--- config.mk ---
export PLATFORM = sky130hd
export DESIGN_NAME = ex_unit
export DESIGN_NICKNAME = d
export VERILOG_FILES = /design/src/source/ex_pkg.sv /design/src/source/mul_ctrl_if.sv /design/src/source/alu.sv /design/src/source/ex_control.sv /design/src/source/iter_counter.sv /design/src/source/shift_add_mul.sv /design/src/source/ex_result_reg.sv /design/src/source/ex_unit.sv
export VERILOG_INCLUDE_DIRS = /design/src /design/src/include
export SDC_FILE = /design/constraint.sdc
export NUM_CORES = 1
export LEC_CHECK = 0
export BUFFER_PORTS_ARGS = -buffer_cell sky130_fd_sc_hd__buf_4
export CAP_MARGIN = 20
export CORE_MARGIN = 2
export CORE_UTILIZATION = 35
export DETAILED_ROUTE_END_ITERATION = 10
export GPL_TIMING_DRIVEN = 0
export HOLD_SLACK_MARGIN = 0.08
export REMOVE_ABC_BUFFERS = 1
export SLEW_MARGIN = 10
export SYNTH_ARGS = -nofsm -noshare
export SYNTH_HDL_FRONTEND = slang
export SYNTH_SLANG_ARGS = --single-unit
--- constraint.sdc ---
create_clock -name clk_in -period 8.3 [get_ports clk_in]
set_clock_uncertainty 0.1 [all_clocks]
set_input_delay 0 -clock clk_in [delete_from_list [all_inputs] [get_ports clk_in]]
set_output_delay 0 -clock clk_in [all_outputs]
set_load 0.02 [all_outputs]
--- src/include/ex_config.svh ---
`ifndef EX_CONFIG_SVH
`define EX_CONFIG_SVH

// datapath width
`define EX_XLEN 32

// one shift-add per multiplier bit
`define EX_MUL_STEPS `EX_XLEN

// opcode field width
`define EX_OP_W 5

`endif

--- src/source/ex_pkg.sv ---
`default_nettype none

`include "ex_config.svh"

package ex_pkg;

    typedef enum logic [`EX_OP_W-1:0] {
        op_auipc,
        op_add,
        op_sub,
        op_and,
        op_or,
        op_xor,
        op_sll,
        op_srl,
        op_sra,
        op_slt,
        op_sltu,
        op_lui,
        op_bge,
        op_bgeu,
        op_blt,
        op_bltu,
        op_bne,
        op_beq,
        op_mul,
        op_mulhu
    } alu_op_e;

    typedef enum logic [1:0] {
        idle,
        mul_run,
        mul_done
    } ex_state_e;

    function automatic logic is_branch(alu_op_e op);
        return op inside {op_bge, op_bgeu, op_blt, op_bltu, op_bne, op_beq};
    endfunction

    function automatic logic is_mul(alu_op_e op);
        return op inside {op_mul, op_mulhu};
    endfunction

endpackage

`default_nettype wire

--- src/source/mul_ctrl_if.sv ---
`timescale 1ns/1ps
`default_nettype none

interface mul_ctrl_if;

    logic load;      // preset counter, capture operands
    logic step;      // one shift-add
    logic last;      // counter at zero
    logic high_sel;  // mulhu selects upper word

    modport control (
        output load,
        output step,
        output high_sel,
        input  last
    );

    modport counter (
        input  load,
        input  step,
        output last
    );

    modport mul (
        input load,
        input step,
        input high_sel
    );

endinterface

`default_nettype wire

--- src/source/alu.sv ---
`timescale 1ns/1ps
`default_nettype none

`include "ex_config.svh"

module alu (
    input  wire [`EX_XLEN-1:0] op1,
    input  wire [`EX_XLEN-1:0] op2,
    input  wire ex_pkg::alu_op_e alu_op,
    output logic [`EX_XLEN-1:0] result,
    output logic zero,
    output logic c_out,
    output logic overflow
);

    localparam int MSB   = `EX_XLEN - 1;
    localparam int SHW   = $clog2(`EX_XLEN);

    logic [SHW-1:0]    shamt;
    logic [`EX_XLEN:0] sll_ext;  // top bit is last bit out
    logic [`EX_XLEN:0] srl_ext;  // bit 0 is last bit out
    logic [`EX_XLEN:0] sra_ext;
    logic              lt_s;
    logic              lt_u;

    assign shamt = op2[SHW-1:0];

    // one guard bit on the exit side, zero for a shift of zero
    assign sll_ext = {1'b0, op1} << shamt;
    assign srl_ext = {op1, 1'b0} >> shamt;
    assign sra_ext = $signed({op1, 1'b0}) >>> shamt;

    assign lt_s = $signed(op1) < $signed(op2);
    assign lt_u = op1 < op2;

    always_comb
    begin
        result   = '0;
        c_out    = 1'b0;
        overflow = 1'b0;

        case (alu_op)
            ex_pkg::op_auipc,
            ex_pkg::op_add:
            begin
                result   = op1 + op2;
                overflow = (op1[MSB] == op2[MSB]) && (result[MSB] != op1[MSB]);
            end
            ex_pkg::op_sub:
            begin
                result   = op1 - op2;
                overflow = (op1[MSB] != op2[MSB]) && (result[MSB] != op1[MSB]);
            end
            ex_pkg::op_and:
            begin
                result = op1 & op2;
            end
            ex_pkg::op_or:
            begin
                result = op1 | op2;
            end
            ex_pkg::op_xor:
            begin
                result = op1 ^ op2;
            end
            ex_pkg::op_sll:
            begin
                result = sll_ext[MSB:0];
                c_out  = sll_ext[`EX_XLEN];
            end
            ex_pkg::op_srl:
            begin
                result = srl_ext[`EX_XLEN:1];
                c_out  = srl_ext[0];
            end
            ex_pkg::op_sra:
            begin
                result = sra_ext[`EX_XLEN:1];
                c_out  = sra_ext[0];
            end
            ex_pkg::op_slt:
            begin
                result[0] = lt_s;
                c_out     = lt_s;  // compares report the flag on carry too
            end
            ex_pkg::op_sltu:
            begin
                result[0] = lt_u;
                c_out     = lt_u;
            end
            ex_pkg::op_lui:
            begin
                result = op1;  // immediate already shifted by decode
            end
            ex_pkg::op_bge:
            begin
                result[0] = !lt_s;
            end
            ex_pkg::op_bgeu:
            begin
                result[0] = !lt_u;
            end
            ex_pkg::op_blt:
            begin
                result[0] = lt_s;
            end
            ex_pkg::op_bltu:
            begin
                result[0] = lt_u;
            end
            ex_pkg::op_bne:
            begin
                result[0] = (op1 != op2);
            end
            ex_pkg::op_beq:
            begin
                result[0] = (op1 == op2);
            end
            default:
            begin
                result = '0;  // multiplies handled elsewhere
            end
        endcase

        zero = (result == '0);  // inverse of bit 0 for compares
    end

endmodule

`default_nettype wire

--- src/source/ex_control.sv ---
`timescale 1ns/1ps
`default_nettype none

module ex_control (
    input  wire clk_in,
    input  wire arst_n,
    input  wire rdy_in,
    input  wire issue,
    input  wire ex_pkg::alu_op_e alu_op,
    mul_ctrl_if.control ctrl,
    output logic busy,
    output logic capture
);

    ex_pkg::ex_state_e state;
    ex_pkg::ex_state_e state_nxt;
    logic              accept;
    logic              mul_issue;
    logic              high_sel_q;

    assign accept    = issue && rdy_in && (state == ex_pkg::idle);
    assign mul_issue = accept && ex_pkg::is_mul(alu_op);

    always_comb
    begin
        state_nxt = state;
        case (state)
            ex_pkg::idle:
            begin
                if (mul_issue)
                    state_nxt = ex_pkg::mul_run;
            end
            ex_pkg::mul_run:
            begin
                if (ctrl.last)
                    state_nxt = ex_pkg::mul_done;
            end
            ex_pkg::mul_done:
            begin
                state_nxt = ex_pkg::idle;
            end
            default:
            begin
                state_nxt = ex_pkg::idle;
            end
        endcase
    end

    always_ff @(posedge clk_in or negedge arst_n)
    begin
        if (!arst_n)
        begin
            state      <= ex_pkg::idle;
            high_sel_q <= 1'b0;
        end
        else if (rdy_in)
        begin
            state <= state_nxt;
            if (mul_issue)
                high_sel_q <= (alu_op == ex_pkg::op_mulhu);
        end
    end

    assign ctrl.load     = mul_issue;
    assign ctrl.step     = rdy_in && (state == ex_pkg::mul_run);
    assign ctrl.high_sel = high_sel_q;

    // alu ops finish in the issue cycle, multiplies in mul_done
    assign capture = (accept && !ex_pkg::is_mul(alu_op))
                  || (rdy_in && (state == ex_pkg::mul_done));
    assign busy    = (state != ex_pkg::idle);

endmodule

`default_nettype wire

--- src/source/iter_counter.sv ---
`timescale 1ns/1ps
`default_nettype none

`include "ex_config.svh"

module iter_counter (
    input  wire clk_in,
    input  wire arst_n,
    input  wire rdy_in,
    mul_ctrl_if.counter ctrl
);

    localparam int CNT_W = $clog2(`EX_MUL_STEPS);

    logic [CNT_W-1:0] count;

    always_ff @(posedge clk_in or negedge arst_n)
    begin
        if (!arst_n)
            count <= '0;
        else if (rdy_in)
        begin
            if (ctrl.load)
                count <= CNT_W'(`EX_MUL_STEPS - 1);
            else if (ctrl.step && (count != '0))
                count <= count - 1'b1;  // holds at zero
        end
    end

    assign ctrl.last = (count == '0);

endmodule

`default_nettype wire

--- src/source/shift_add_mul.sv ---
`timescale 1ns/1ps
`default_nettype none

`include "ex_config.svh"

module shift_add_mul (
    input  wire clk_in,
    input  wire arst_n,
    input  wire rdy_in,
    input  wire [`EX_XLEN-1:0] op1,
    input  wire [`EX_XLEN-1:0] op2,
    mul_ctrl_if.mul ctrl,
    output logic [`EX_XLEN-1:0] product_sel
);

    localparam int XL = `EX_XLEN;

    logic [XL-1:0]   mcand;
    logic [2*XL-1:0] acc;  // low half starts as the multiplier
    logic [XL:0]     sum;

    // add multiplicand into upper half when the current multiplier bit is set
    assign sum = {1'b0, acc[2*XL-1:XL]} + (acc[0] ? {1'b0, mcand} : {(XL+1){1'b0}});

    always_ff @(posedge clk_in or negedge arst_n)
    begin
        if (!arst_n)
        begin
            mcand <= '0;
            acc   <= '0;
        end
        else if (rdy_in)
        begin
            if (ctrl.load)
            begin
                mcand <= op1;
                acc   <= {{XL{1'b0}}, op2};
            end
            else if (ctrl.step)
                acc <= {sum, acc[XL-1:1]};  // carry shifts into the top
        end
    end

    assign product_sel = ctrl.high_sel ? acc[2*XL-1:XL] : acc[XL-1:0];

endmodule

`default_nettype wire

--- src/source/ex_result_reg.sv ---
`timescale 1ns/1ps
`default_nettype none

`include "ex_config.svh"

module ex_result_reg (
    input  wire clk_in,
    input  wire arst_n,
    input  wire rdy_in,
    input  wire capture,
    input  wire ex_pkg::alu_op_e alu_op,
    input  wire [`EX_XLEN-1:0] pc,
    input  wire [`EX_XLEN-1:0] imm,
    input  wire [`EX_XLEN-1:0] alu_result,
    input  wire alu_zero,
    input  wire alu_c_out,
    input  wire alu_overflow,
    input  wire [`EX_XLEN-1:0] product_sel,
    input  wire mul_pending,
    output logic [`EX_XLEN-1:0] result,
    output logic zero,
    output logic c_out,
    output logic overflow,
    output logic branch_taken,
    output logic [`EX_XLEN-1:0] branch_target,
    output logic out_valid
);

    ex_pkg::alu_op_e     op_q;
    logic [`EX_XLEN-1:0] pc_q;
    logic [`EX_XLEN-1:0] imm_q;
    ex_pkg::alu_op_e     op_sel;
    logic [`EX_XLEN-1:0] pc_sel;
    logic [`EX_XLEN-1:0] imm_sel;

    // tracks the inputs while idle, holds them through a multiply
    always_ff @(posedge clk_in)
    begin
        if (rdy_in && !mul_pending)
        begin
            op_q  <= alu_op;
            pc_q  <= pc;
            imm_q <= imm;
        end
    end

    assign op_sel  = mul_pending ? op_q  : alu_op;
    assign pc_sel  = mul_pending ? pc_q  : pc;
    assign imm_sel = mul_pending ? imm_q : imm;

    always_ff @(posedge clk_in or negedge arst_n)
    begin
        if (!arst_n)
        begin
            result        <= '0;
            zero          <= 1'b0;
            c_out         <= 1'b0;
            overflow      <= 1'b0;
            branch_taken  <= 1'b0;
            branch_target <= '0;
            out_valid     <= 1'b0;
        end
        else
        begin
            out_valid <= rdy_in && capture;  // single pulse even if paused next
            if (rdy_in && capture)
            begin
                if (ex_pkg::is_mul(op_sel))
                begin
                    result       <= product_sel;
                    zero         <= (product_sel == '0);
                    c_out        <= 1'b0;
                    overflow     <= 1'b0;
                    branch_taken <= 1'b0;
                end
                else
                begin
                    result       <= alu_result;
                    zero         <= alu_zero;
                    c_out        <= alu_c_out;
                    overflow     <= alu_overflow;
                    branch_taken <= ex_pkg::is_branch(op_sel) && alu_result[0];
                end
                branch_target <= pc_sel + imm_sel;
            end
        end
    end

endmodule

`default_nettype wire

--- src/source/ex_unit.sv ---
`timescale 1ns/1ps
`default_nettype none

`include "ex_config.svh"

module ex_unit (
    input  wire clk_in,
    input  wire arst_n,
    input  wire rdy_in,
    input  wire issue,
    input  wire ex_pkg::alu_op_e alu_op,
    input  wire [`EX_XLEN-1:0] op1,
    input  wire [`EX_XLEN-1:0] op2,
    input  wire [`EX_XLEN-1:0] pc,
    input  wire [`EX_XLEN-1:0] imm,
    output logic [`EX_XLEN-1:0] result,
    output logic zero,
    output logic c_out,
    output logic overflow,
    output logic branch_taken,
    output logic [`EX_XLEN-1:0] branch_target,
    output logic out_valid,
    output logic busy
);

    logic [`EX_XLEN-1:0] alu_result;
    logic                alu_zero;
    logic                alu_c_out;
    logic                alu_overflow;
    logic [`EX_XLEN-1:0] product_sel;
    logic                capture;

    mul_ctrl_if mul_ctrl ();

    alu alu_i (
        .op1      (op1),
        .op2      (op2),
        .alu_op   (alu_op),
        .result   (alu_result),
        .zero     (alu_zero),
        .c_out    (alu_c_out),
        .overflow (alu_overflow)
    );

    ex_control ex_control_i (
        .clk_in  (clk_in),
        .arst_n  (arst_n),
        .rdy_in  (rdy_in),
        .issue   (issue),
        .alu_op  (alu_op),
        .ctrl    (mul_ctrl.control),
        .busy    (busy),
        .capture (capture)
    );

    iter_counter iter_counter_i (
        .clk_in (clk_in),
        .arst_n (arst_n),
        .rdy_in (rdy_in),
        .ctrl   (mul_ctrl.counter)
    );

    shift_add_mul shift_add_mul_i (
        .clk_in      (clk_in),
        .arst_n      (arst_n),
        .rdy_in      (rdy_in),
        .op1         (op1),
        .op2         (op2),
        .ctrl        (mul_ctrl.mul),
        .product_sel (product_sel)
    );

    ex_result_reg ex_result_reg_i (
        .clk_in        (clk_in),
        .arst_n        (arst_n),
        .rdy_in        (rdy_in),
        .capture       (capture),
        .alu_op        (alu_op),
        .pc            (pc),
        .imm           (imm),
        .alu_result    (alu_result),
        .alu_zero      (alu_zero),
        .alu_c_out     (alu_c_out),
        .alu_overflow  (alu_overflow),
        .product_sel   (product_sel),
        .mul_pending   (busy),
        .result        (result),
        .zero          (zero),
        .c_out         (c_out),
        .overflow      (overflow),
        .branch_taken  (branch_taken),
        .branch_target (branch_target),
        .out_valid     (out_valid)
    );

endmodule

`default_nettype wire

==> results.py, run 1 <==
metrics = {
    "cells_and_area": {
        "multi_input_logic_area_sq_um": 15900,
        "area_growth_syn_to_layout_pct": 22.7,
        "mostFrequentLayoutCells": "sky130_fd_sc_hd__nand2_1 (270), sky130_fd_sc_hd__o21ai_0 (249), sky130_fd_sc_hd__nor2_1 (230), sky130_fd_sc_hd__buf_4 (205), sky130_fd_sc_hd__dlygate4sd3_1 (196)",
        "post_layout_nets": 3277,
        "layout.cells.most_common": "sky130_fd_sc_hd__nand2_1",
        "layout.area.seq_sq_um": 6370,
        "nFillCells": 6540,
        "drive_above_1_share_pct": 16.9,
    },
    "global_route": {
        "global_route.usage.total_pct": 26.3,
        "wire_length_of_the_first_global_routing_pass_mm": 143,
        "grt_overflow": 0,
        "vias_in_the_first_global_route": 22500,
        "antenna_found_initial": 4,
        "largest_net_degree_at_the_start_of_global_routing": 89,
    },
    "clock_tree": {
        "clk_latency_ns": 0.60,
        "cts_h_tree_depth": 1,
        "post-cts-setup-buffer-count": 0,
        "number_of_buffers_on_the_longest_clock_path": 3,
        "cts_inserted_buffers": 30,
        "cts.clk_slew.worst_paths_ns": 0.06,
        "cts_tree": "yes",
        "cts_sink_cnt": 241,
        "cts_root_buf": "sky130_fd_sc_hd__clkbuf_16",
    },
    "run": {
        "timing.max_cap.violations": 0,
    },
    "timing": {
        "hold_violations": 0,
        "max_clock_freq_mhz": 162,
        "finalCritPeriodShare_pct": 74.4,
        "hold_ws_ns": 0.166,
        "rsz_0062_raised_after_global_routing": "no",
        "timing_max_transition_violations_final": 0,
        "finalCriticalPeriod_ns": 6.17,
        "maxSlewHeadroom_pct": 24.0,
        "timing_worst_slew_pin_value_ns": 1.14,
        "finalSetupViolations": 0,
    },
    "drt": {
        "dr_total_vias": 23300,
        "postRouteAntennaNets": 0,
        "detail_route.drc_violations": 0,
        "drt-vias-per-instance": 6.02,
        "wire_per_inst_um": 24.1,
        "routed_wl_mm": 93.3,
        "drt_pre_antenna_iters": 6,
        "drt-initial-drc-count": 2428,
    },
    "critical_path": {
        "critPathCaptureType": "flip-flop",
        "critPathLaunchType": "flip-flop",
        "crit_fanout": 34,
        "arrival_ns": 6.52,
        "worst-setup-path-type": "reg -> reg",
        "r2r_slack_ns": 2.13,
        "crit_required_ns": 8.64,
    },
    "pwr": {
        "vdd_drop_max_uv": 172,
        "report.power.total_mw": 6.39,
        "total_leakage_power_nw": 12.3,
        "p_per_area_nw_per_um2": 222,
    },
    "worst_hold_path": {
        "timing.hold.worst.class": "in -> reg",
    },
    "logic_synthesis": {
        "syn_area_per_cell_sq_um": 8.62,
        "synth_cell_types": 100,
        "synth-main-ff-cell": "sky130_fd_sc_hd__dfrtp_1",
        "postSynthCellCount": 2728,
        "synth_enable_flop_cells": 68,
        "seq_area_frac_synth_pct": 27.1,
        "netlist_area_sq_um": 23500,
        "postSynth.asyncResetShare_pct": 71.8,
        "synth-warning-count": 0,
        "ys_seq_elements": 241,
    },
    "die": {
        "die_w_um": 263,
        "fp.dieH_um": 263,
        "placeableCoreArea_sq_um": 66800,
        "initial_core_utilization_pct": 35.2,
        "core_rows": 95,
        "top_level_ports": 207,
        "dieArea_sq_um": 69200,
    },
    "placed_design": {
        "gp_congestion": 0.994,
        "numPortBuffers": 206,
        "hpwlAfterDp_mm": 66.6,
    },
    "run_status": {
        "run_status": "completed",
    },
}
critical path: stages (launching register included):
cell	delay, ns
sky130_fd_sc_hd__dfrtp_1	0.44
sky130_fd_sc_hd__nor2_4	0.67
sky130_fd_sc_hd__clkinv_2	0.86
sky130_fd_sc_hd__mux2_2	0.54
sky130_fd_sc_hd__ha_1	0.24
sky130_fd_sc_hd__fa_1	0.49
sky130_fd_sc_hd__a211oi_1	0.35
sky130_fd_sc_hd__o21a_1	0.21
sky130_fd_sc_hd__o21ai_0	0.16
sky130_fd_sc_hd__nand4_1	0.21
sky130_fd_sc_hd__a41oi_1	0.19
sky130_fd_sc_hd__a21o_1	0.21
sky130_fd_sc_hd__a21o_1	0.20
sky130_fd_sc_hd__a311oi_1	0.48
sky130_fd_sc_hd__o2111ai_1	0.22
sky130_fd_sc_hd__a21oi_1	0.20
sky130_fd_sc_hd__xor2_1	0.15
sky130_fd_sc_hd__o21ai_0	0.08
metal layers:
metal / part of all wire (%) / track usage, % / vias up
met5: 0.046 / 0 / -
met4: 3.9 / 9.95 / 8
met3: 8.8 / 4.43 / 184
met2: 45 / 41.2 / 1153
met1: 43 / 36.3 / 11300
li1: - / - / 10700
synthesized netlist by cell type, drive strengths merged, types with 46 or more instances:
cell type  instances  area [sq um]
o21ai            257          1290
edfxtp            68          2040
and2              46           288
a21o              57           428
nor2             240           908
buf               56           348
mux4              75          1700
nor3              49           250
clkbuf           155           582
mux2i             62           624
nand3             76           380
a221o             50           500
ha               162          2030
mux2              94          1060
inv              115           432
dfrtp            173          4330
a21oi            171           867
nand2            271          1020
where the power goes:
| group | switching (mW) | internal (mW) |
|---|---|---|
| registers | 0.247 | 1.59 |
| clock network | 0.561 | 0.799 |
| logic | 1.84 | 1.35 |
state kept, by name, indices dropped and copies added (netlist names), 2 cells and up:
signal,count
ex_result_reg_i.op_q,4
ex_control_i.state,2
ex_result_reg_i.pc_q,32
ex_result_reg_i.branch_target,32
ex_result_reg_i.imm_q,32
iter_counter_i.count,5
ex_result_reg_i.result,32
shift_add_mul_i.mcand,32
shift_add_mul_i.acc,64
final timing paths:
path,startpoint,to,cells after the start
min,rdy_in,ex_control_i.state[1],3
min in group asynchronous,arst_n,shift_add_mul_i.acc[10],4
max in group asynchronous,arst_n,ex_result_reg_i.branch_target[20],4
max reg2reg,ex_control_i.state[1],ex_result_reg_i.branch_target[30],17
min reg2reg,shift_add_mul_i.mcand[11],shift_add_mul_i.mcand[11],2
max,ex_control_i.state[1],ex_result_reg_i.branch_target[30],17
area by class of cell:
class                   count  area share (%)
multi-input cells        2156            55.0
flip-flops and latches    241            22.1
repair buffers            425            14.1
well taps                 873            3.79
clock buffers              44            2.92
inverters                 120            1.57
clock inverters            12           0.568
diodes                      1         0.00868
through the flow:
step | instances | instance area [sq um] | utilization (%) | TNS, ns | setup slack (ns)
floorplan | 2517 | 22600 | - | 0 | 1.13
global route | 3871 | 28800 | 43.2 | 0 | 1.70
CTS | 3870 | 28800 | 43.1 | 0 | 2.04
global placement | 3596 | 25200 | 37.7 | -351.37 | -3.43
detailed placement | 3617 | 25800 | 38.6 | 0 | 2.07
finish | 3872 | 28800 | 43.2 | 0 | 2.13
cell families after synthesis:
group	share of synthesized area [%]
AO/OA/AOI/OAI	24.9
AND/OR/NAND/NOR	16.5
buffers and inverters	5.87
flip-flops	27.1
multiplexers	14.4
adder cells (fa/ha/maj)	8.97
XOR/XNOR	2.27
what timing repair did:
action                     in CTS  in global routing
setup endpoints to repair       0                  0
gates resized for setup         0                  0
hold endpoints to repair      373                  0
hold buffers                  197                  0
Note: power is estimated with default switching activity, not from simulation.
==> inputs of run 2 (changes only) <==
- clock period: 8.3 -> 5.7 ns (I/O delays scaled with it)
==> run 2 against run 1 <==
  * Hold slack gained 0.00060 ns
  * Power up 46%
  * Global-route usage about the same
  * Utilization is essentially flat
  * Highest routed layer unchanged
  * Sequential share of layout area is essentially flat
  * First-iteration DRC count increased by 0.86%
==> results.py, run 2 (synthesis results as in run 1) <==
metrics = {
    "cells_and_area": {
        "layout.cells.most_common": "sky130_fd_sc_hd__nand2_1",
        "area_growth_syn_to_layout_pct": 22.8,
        "post_layout_nets": 3278,
        "mostFrequentLayoutCells": "sky130_fd_sc_hd__nand2_1 (270), sky130_fd_sc_hd__o21ai_0 (249), sky130_fd_sc_hd__nor2_1 (230), sky130_fd_sc_hd__buf_4 (205), sky130_fd_sc_hd__dlygate4sd3_1 (196)",
        "antenna-diode-count": 0,
        "largest-register": "shift_add_mul_i.acc",
        "nFillCells": 6538,
        "largest_register_ffs": 64,
        "drive_above_1_share_pct": 16.9,
    },
    "worst_hold_path": {
        "timing.hold.worst.class": "in -> reg",
    },
    "pwr": {
        "total_leakage_power_nw": 12.3,
        "switching_power_mw": 3.85,
        "share_seq_of_total_power_pct": 28.8,
        "vdd_drop_max_uv": 255,
        "cellInternalPower_mw": 5.46,
        "pwr-share-comb_pct": 50.0,
        "p_per_area_nw_per_um2": 323,
        "switching_share_pct": 41.4,
        "share_clk_of_total_power_pct": 21.2,
    },
    "placed_design": {
        "place_worst_setup_slack_ns": -0.527,
        "hpwlAfterDp_mm": 66.6,
        "numPortBuffers": 206,
        "gp_congestion": 0.994,
    },
    "global_route": {
        "vias_in_the_first_global_route": 22500,
        "wire_length_of_the_first_global_routing_pass_mm": 143,
        "antenna_found_initial": 4,
        "largest_net_degree_at_the_start_of_global_routing": 89,
        "global_route.usage.total_pct": 26.4,
        "grt_overflow": 0,
    },
    "clock_tree": {
        "cts_tree": "yes",
        "cts_root_buf": "sky130_fd_sc_hd__clkbuf_16",
        "cts_inserted_buffers": 30,
        "number_of_buffers_on_the_longest_clock_path": 3,
        "cts_sink_cnt": 241,
        "cts.clk_slew.worst_paths_ns": 0.06,
        "cts_h_tree_depth": 1,
        "clk_latency_ns": 0.60,
    },
    "die": {
        "placeableCoreArea_sq_um": 66800,
        "core_rows": 95,
        "fp.dieH_um": 263,
        "die_w_um": 263,
        "top_level_ports": 207,
        "dieArea_sq_um": 69200,
        "initial_core_utilization_pct": 35.2,
    },
    "timing": {
        "timing_worst_slew_pin_value_ns": 1.16,
        "finalSetupViolations": 0,
        "timing_max_transition_violations_final": 0,
        "finalCritPeriodShare_pct": 94.5,
        "rsz_0062_raised_after_global_routing": "no",
        "hold_ws_ns": 0.166,
        "timing.final.ws_setup_ns": 0.312,
        "hold_violations": 0,
        "maxSlewHeadroom_pct": 22.8,
        "finalCriticalPeriod_ns": 5.39,
        "max_clock_freq_mhz": 186,
    },
    "drt": {
        "drt-initial-drc-count": 2449,
        "routed_wl_mm": 93.5,
        "postRouteAntennaNets": 0,
        "wire_per_inst_um": 24.2,
        "drt_pre_antenna_iters": 6,
        "dr_total_vias": 23300,
        "drt-vias-per-instance": 6.03,
        "detail_route.drc_violations": 0,
    },
    "critical_path": {
        "critical_path.max_stage_delay_ns": 0.66,
        "worst-setup-path-type": "in -> reg",
        "critPathLaunchType": "input port",
        "crit_required_ns": 6.12,
        "crit_chain": "buf_4 > inv_2 > ha_1 > nor3_1 > o31ai_1 > a2111oi_2 > nor2_2 > a2111oi_4 > o22ai_1 > a221oi_1 > nand4_1 > nor4_1 > and4b_1 > nand2_1 > o21ai_1",
        "arrival_ns": 5.81,
        "crit_path_top_delay_cell": "sky130_fd_sc_hd__a2111oi_2",
        "crit_fanout": 70,
        "critPathCaptureType": "flip-flop",
    },
    "run_status": {
        "run_status": "completed",
    },
    "run": {
        "timing.max_cap.violations": 0,
    },
}
[run 2: cell types whose count changed in the layout (fill, tap and decap cells not counted)]
| cell | previous run | this run |
|---|---|---|
| sky130_fd_sc_hd__nor2_2 | 3 | 4 |
| sky130_fd_sc_hd__inv_8 | 0 | 1 |
| sky130_fd_sc_hd__inv_4 | 0 | 1 |
| sky130_fd_sc_hd__diode_2 | 1 | 0 |
| sky130_fd_sc_hd__clkinv_2 | 5 | 3 |
[run 2: layer usage]
layer  GRT usage, %  vias up  wire length [um]
li1               -    10700                 -
met1           36.3    11300             40200
met2           41.4     1115             41700
met3           4.43      206              7790
met4           9.95        8              3770
met5              0        -                43
[run 2: per-stage QoR]
stage / power [mW] / setup TNS (ns) / util [%] / cells / cell area (sq um)
floorplan: 5.51 / -132.00 / - / 2517 / 22600
global placement: 7.07 / -843.33 / 37.7 / 3596 / 25200
detailed placement: 7.18 / -3.65 / 38.6 / 3617 / 25800
CTS: 9.31 / 0 / 43.1 / 3871 / 28800
global route: 9.89 / 0 / 43.2 / 3872 / 28900
finish: 9.31 / 0 / 43.2 / 3872 / 28900
[run 2: path summary, 6_finish.rpt]
check | slack (ns) | start | depth (start not counted) | to
setup / recovery | 0.31 | op2[3] | 15 | ex_result_reg_i.zero
hold / removal | 0.17 | rdy_in | 3 | ex_control_i.state[1]
setup reg to reg | 0.47 | ex_control_i.state[0] | 17 | ex_result_reg_i.branch_target[30]
hold reg to reg | 0.37 | shift_add_mul_i.mcand[11] | 2 | shift_add_mul_i.mcand[11]
max in group asynchronous | 4.54 | arst_n | 4 | ex_result_reg_i.branch_target[20]
min in group asynchronous | 0.46 | arst_n | 4 | shift_add_mul_i.acc[10]
[run 2: repair_timing]
| action | in CTS | in global routing |
|---|---|---|
| hold buffers | 197 | 0 |
| gates cloned | 1 | 0 |
| setup buffers | 0 | 0 |
| endpoints found under the setup margin | 11 | 3 |
| gates resized for setup | 1 | 2 |
| pin swaps | 1 | 0 |
| endpoints found under the hold margin | 373 | 0 |
[run 2: cell type report]
| type | instances | area [sq um] | share of cell area, % |
|---|---|---|---|
| tap | 873 | 1090 | 3.79 |
| timing repair buffer | 425 | 4060 | 14.1 |
| sequential | 241 | 6370 | 22.1 |
| clock buffer | 44 | 843 | 2.92 |
| multi-input combinational | 2157 | 15900 | 55.0 |
| inverter | 120 | 460 | 1.60 |
| clock inverter | 12 | 164 | 0.568 |
[run 2: power groups by stage]
stage          sequential (mW)  clock (mW)  combinational [mW]
2_1_floorplan             2.88           0                2.63
3_3_place_gp              2.72           0                4.34
3_5_place_dp              2.71           0                4.48
4_1_cts                   2.68        2.02                4.61
5_1_grt                   2.75        2.10                5.05
6_report                  2.68        1.98                4.65
[run 2: worst max-delay path, delay by kind of cell]
kind	cells	cell delay, ns
AND/OR/NAND/NOR	6	1.90
adder cells (fa/ha/maj)	1	0.59
AO/OA/AOI/OAI	6	2.06
buffers and inverters	2	1.23
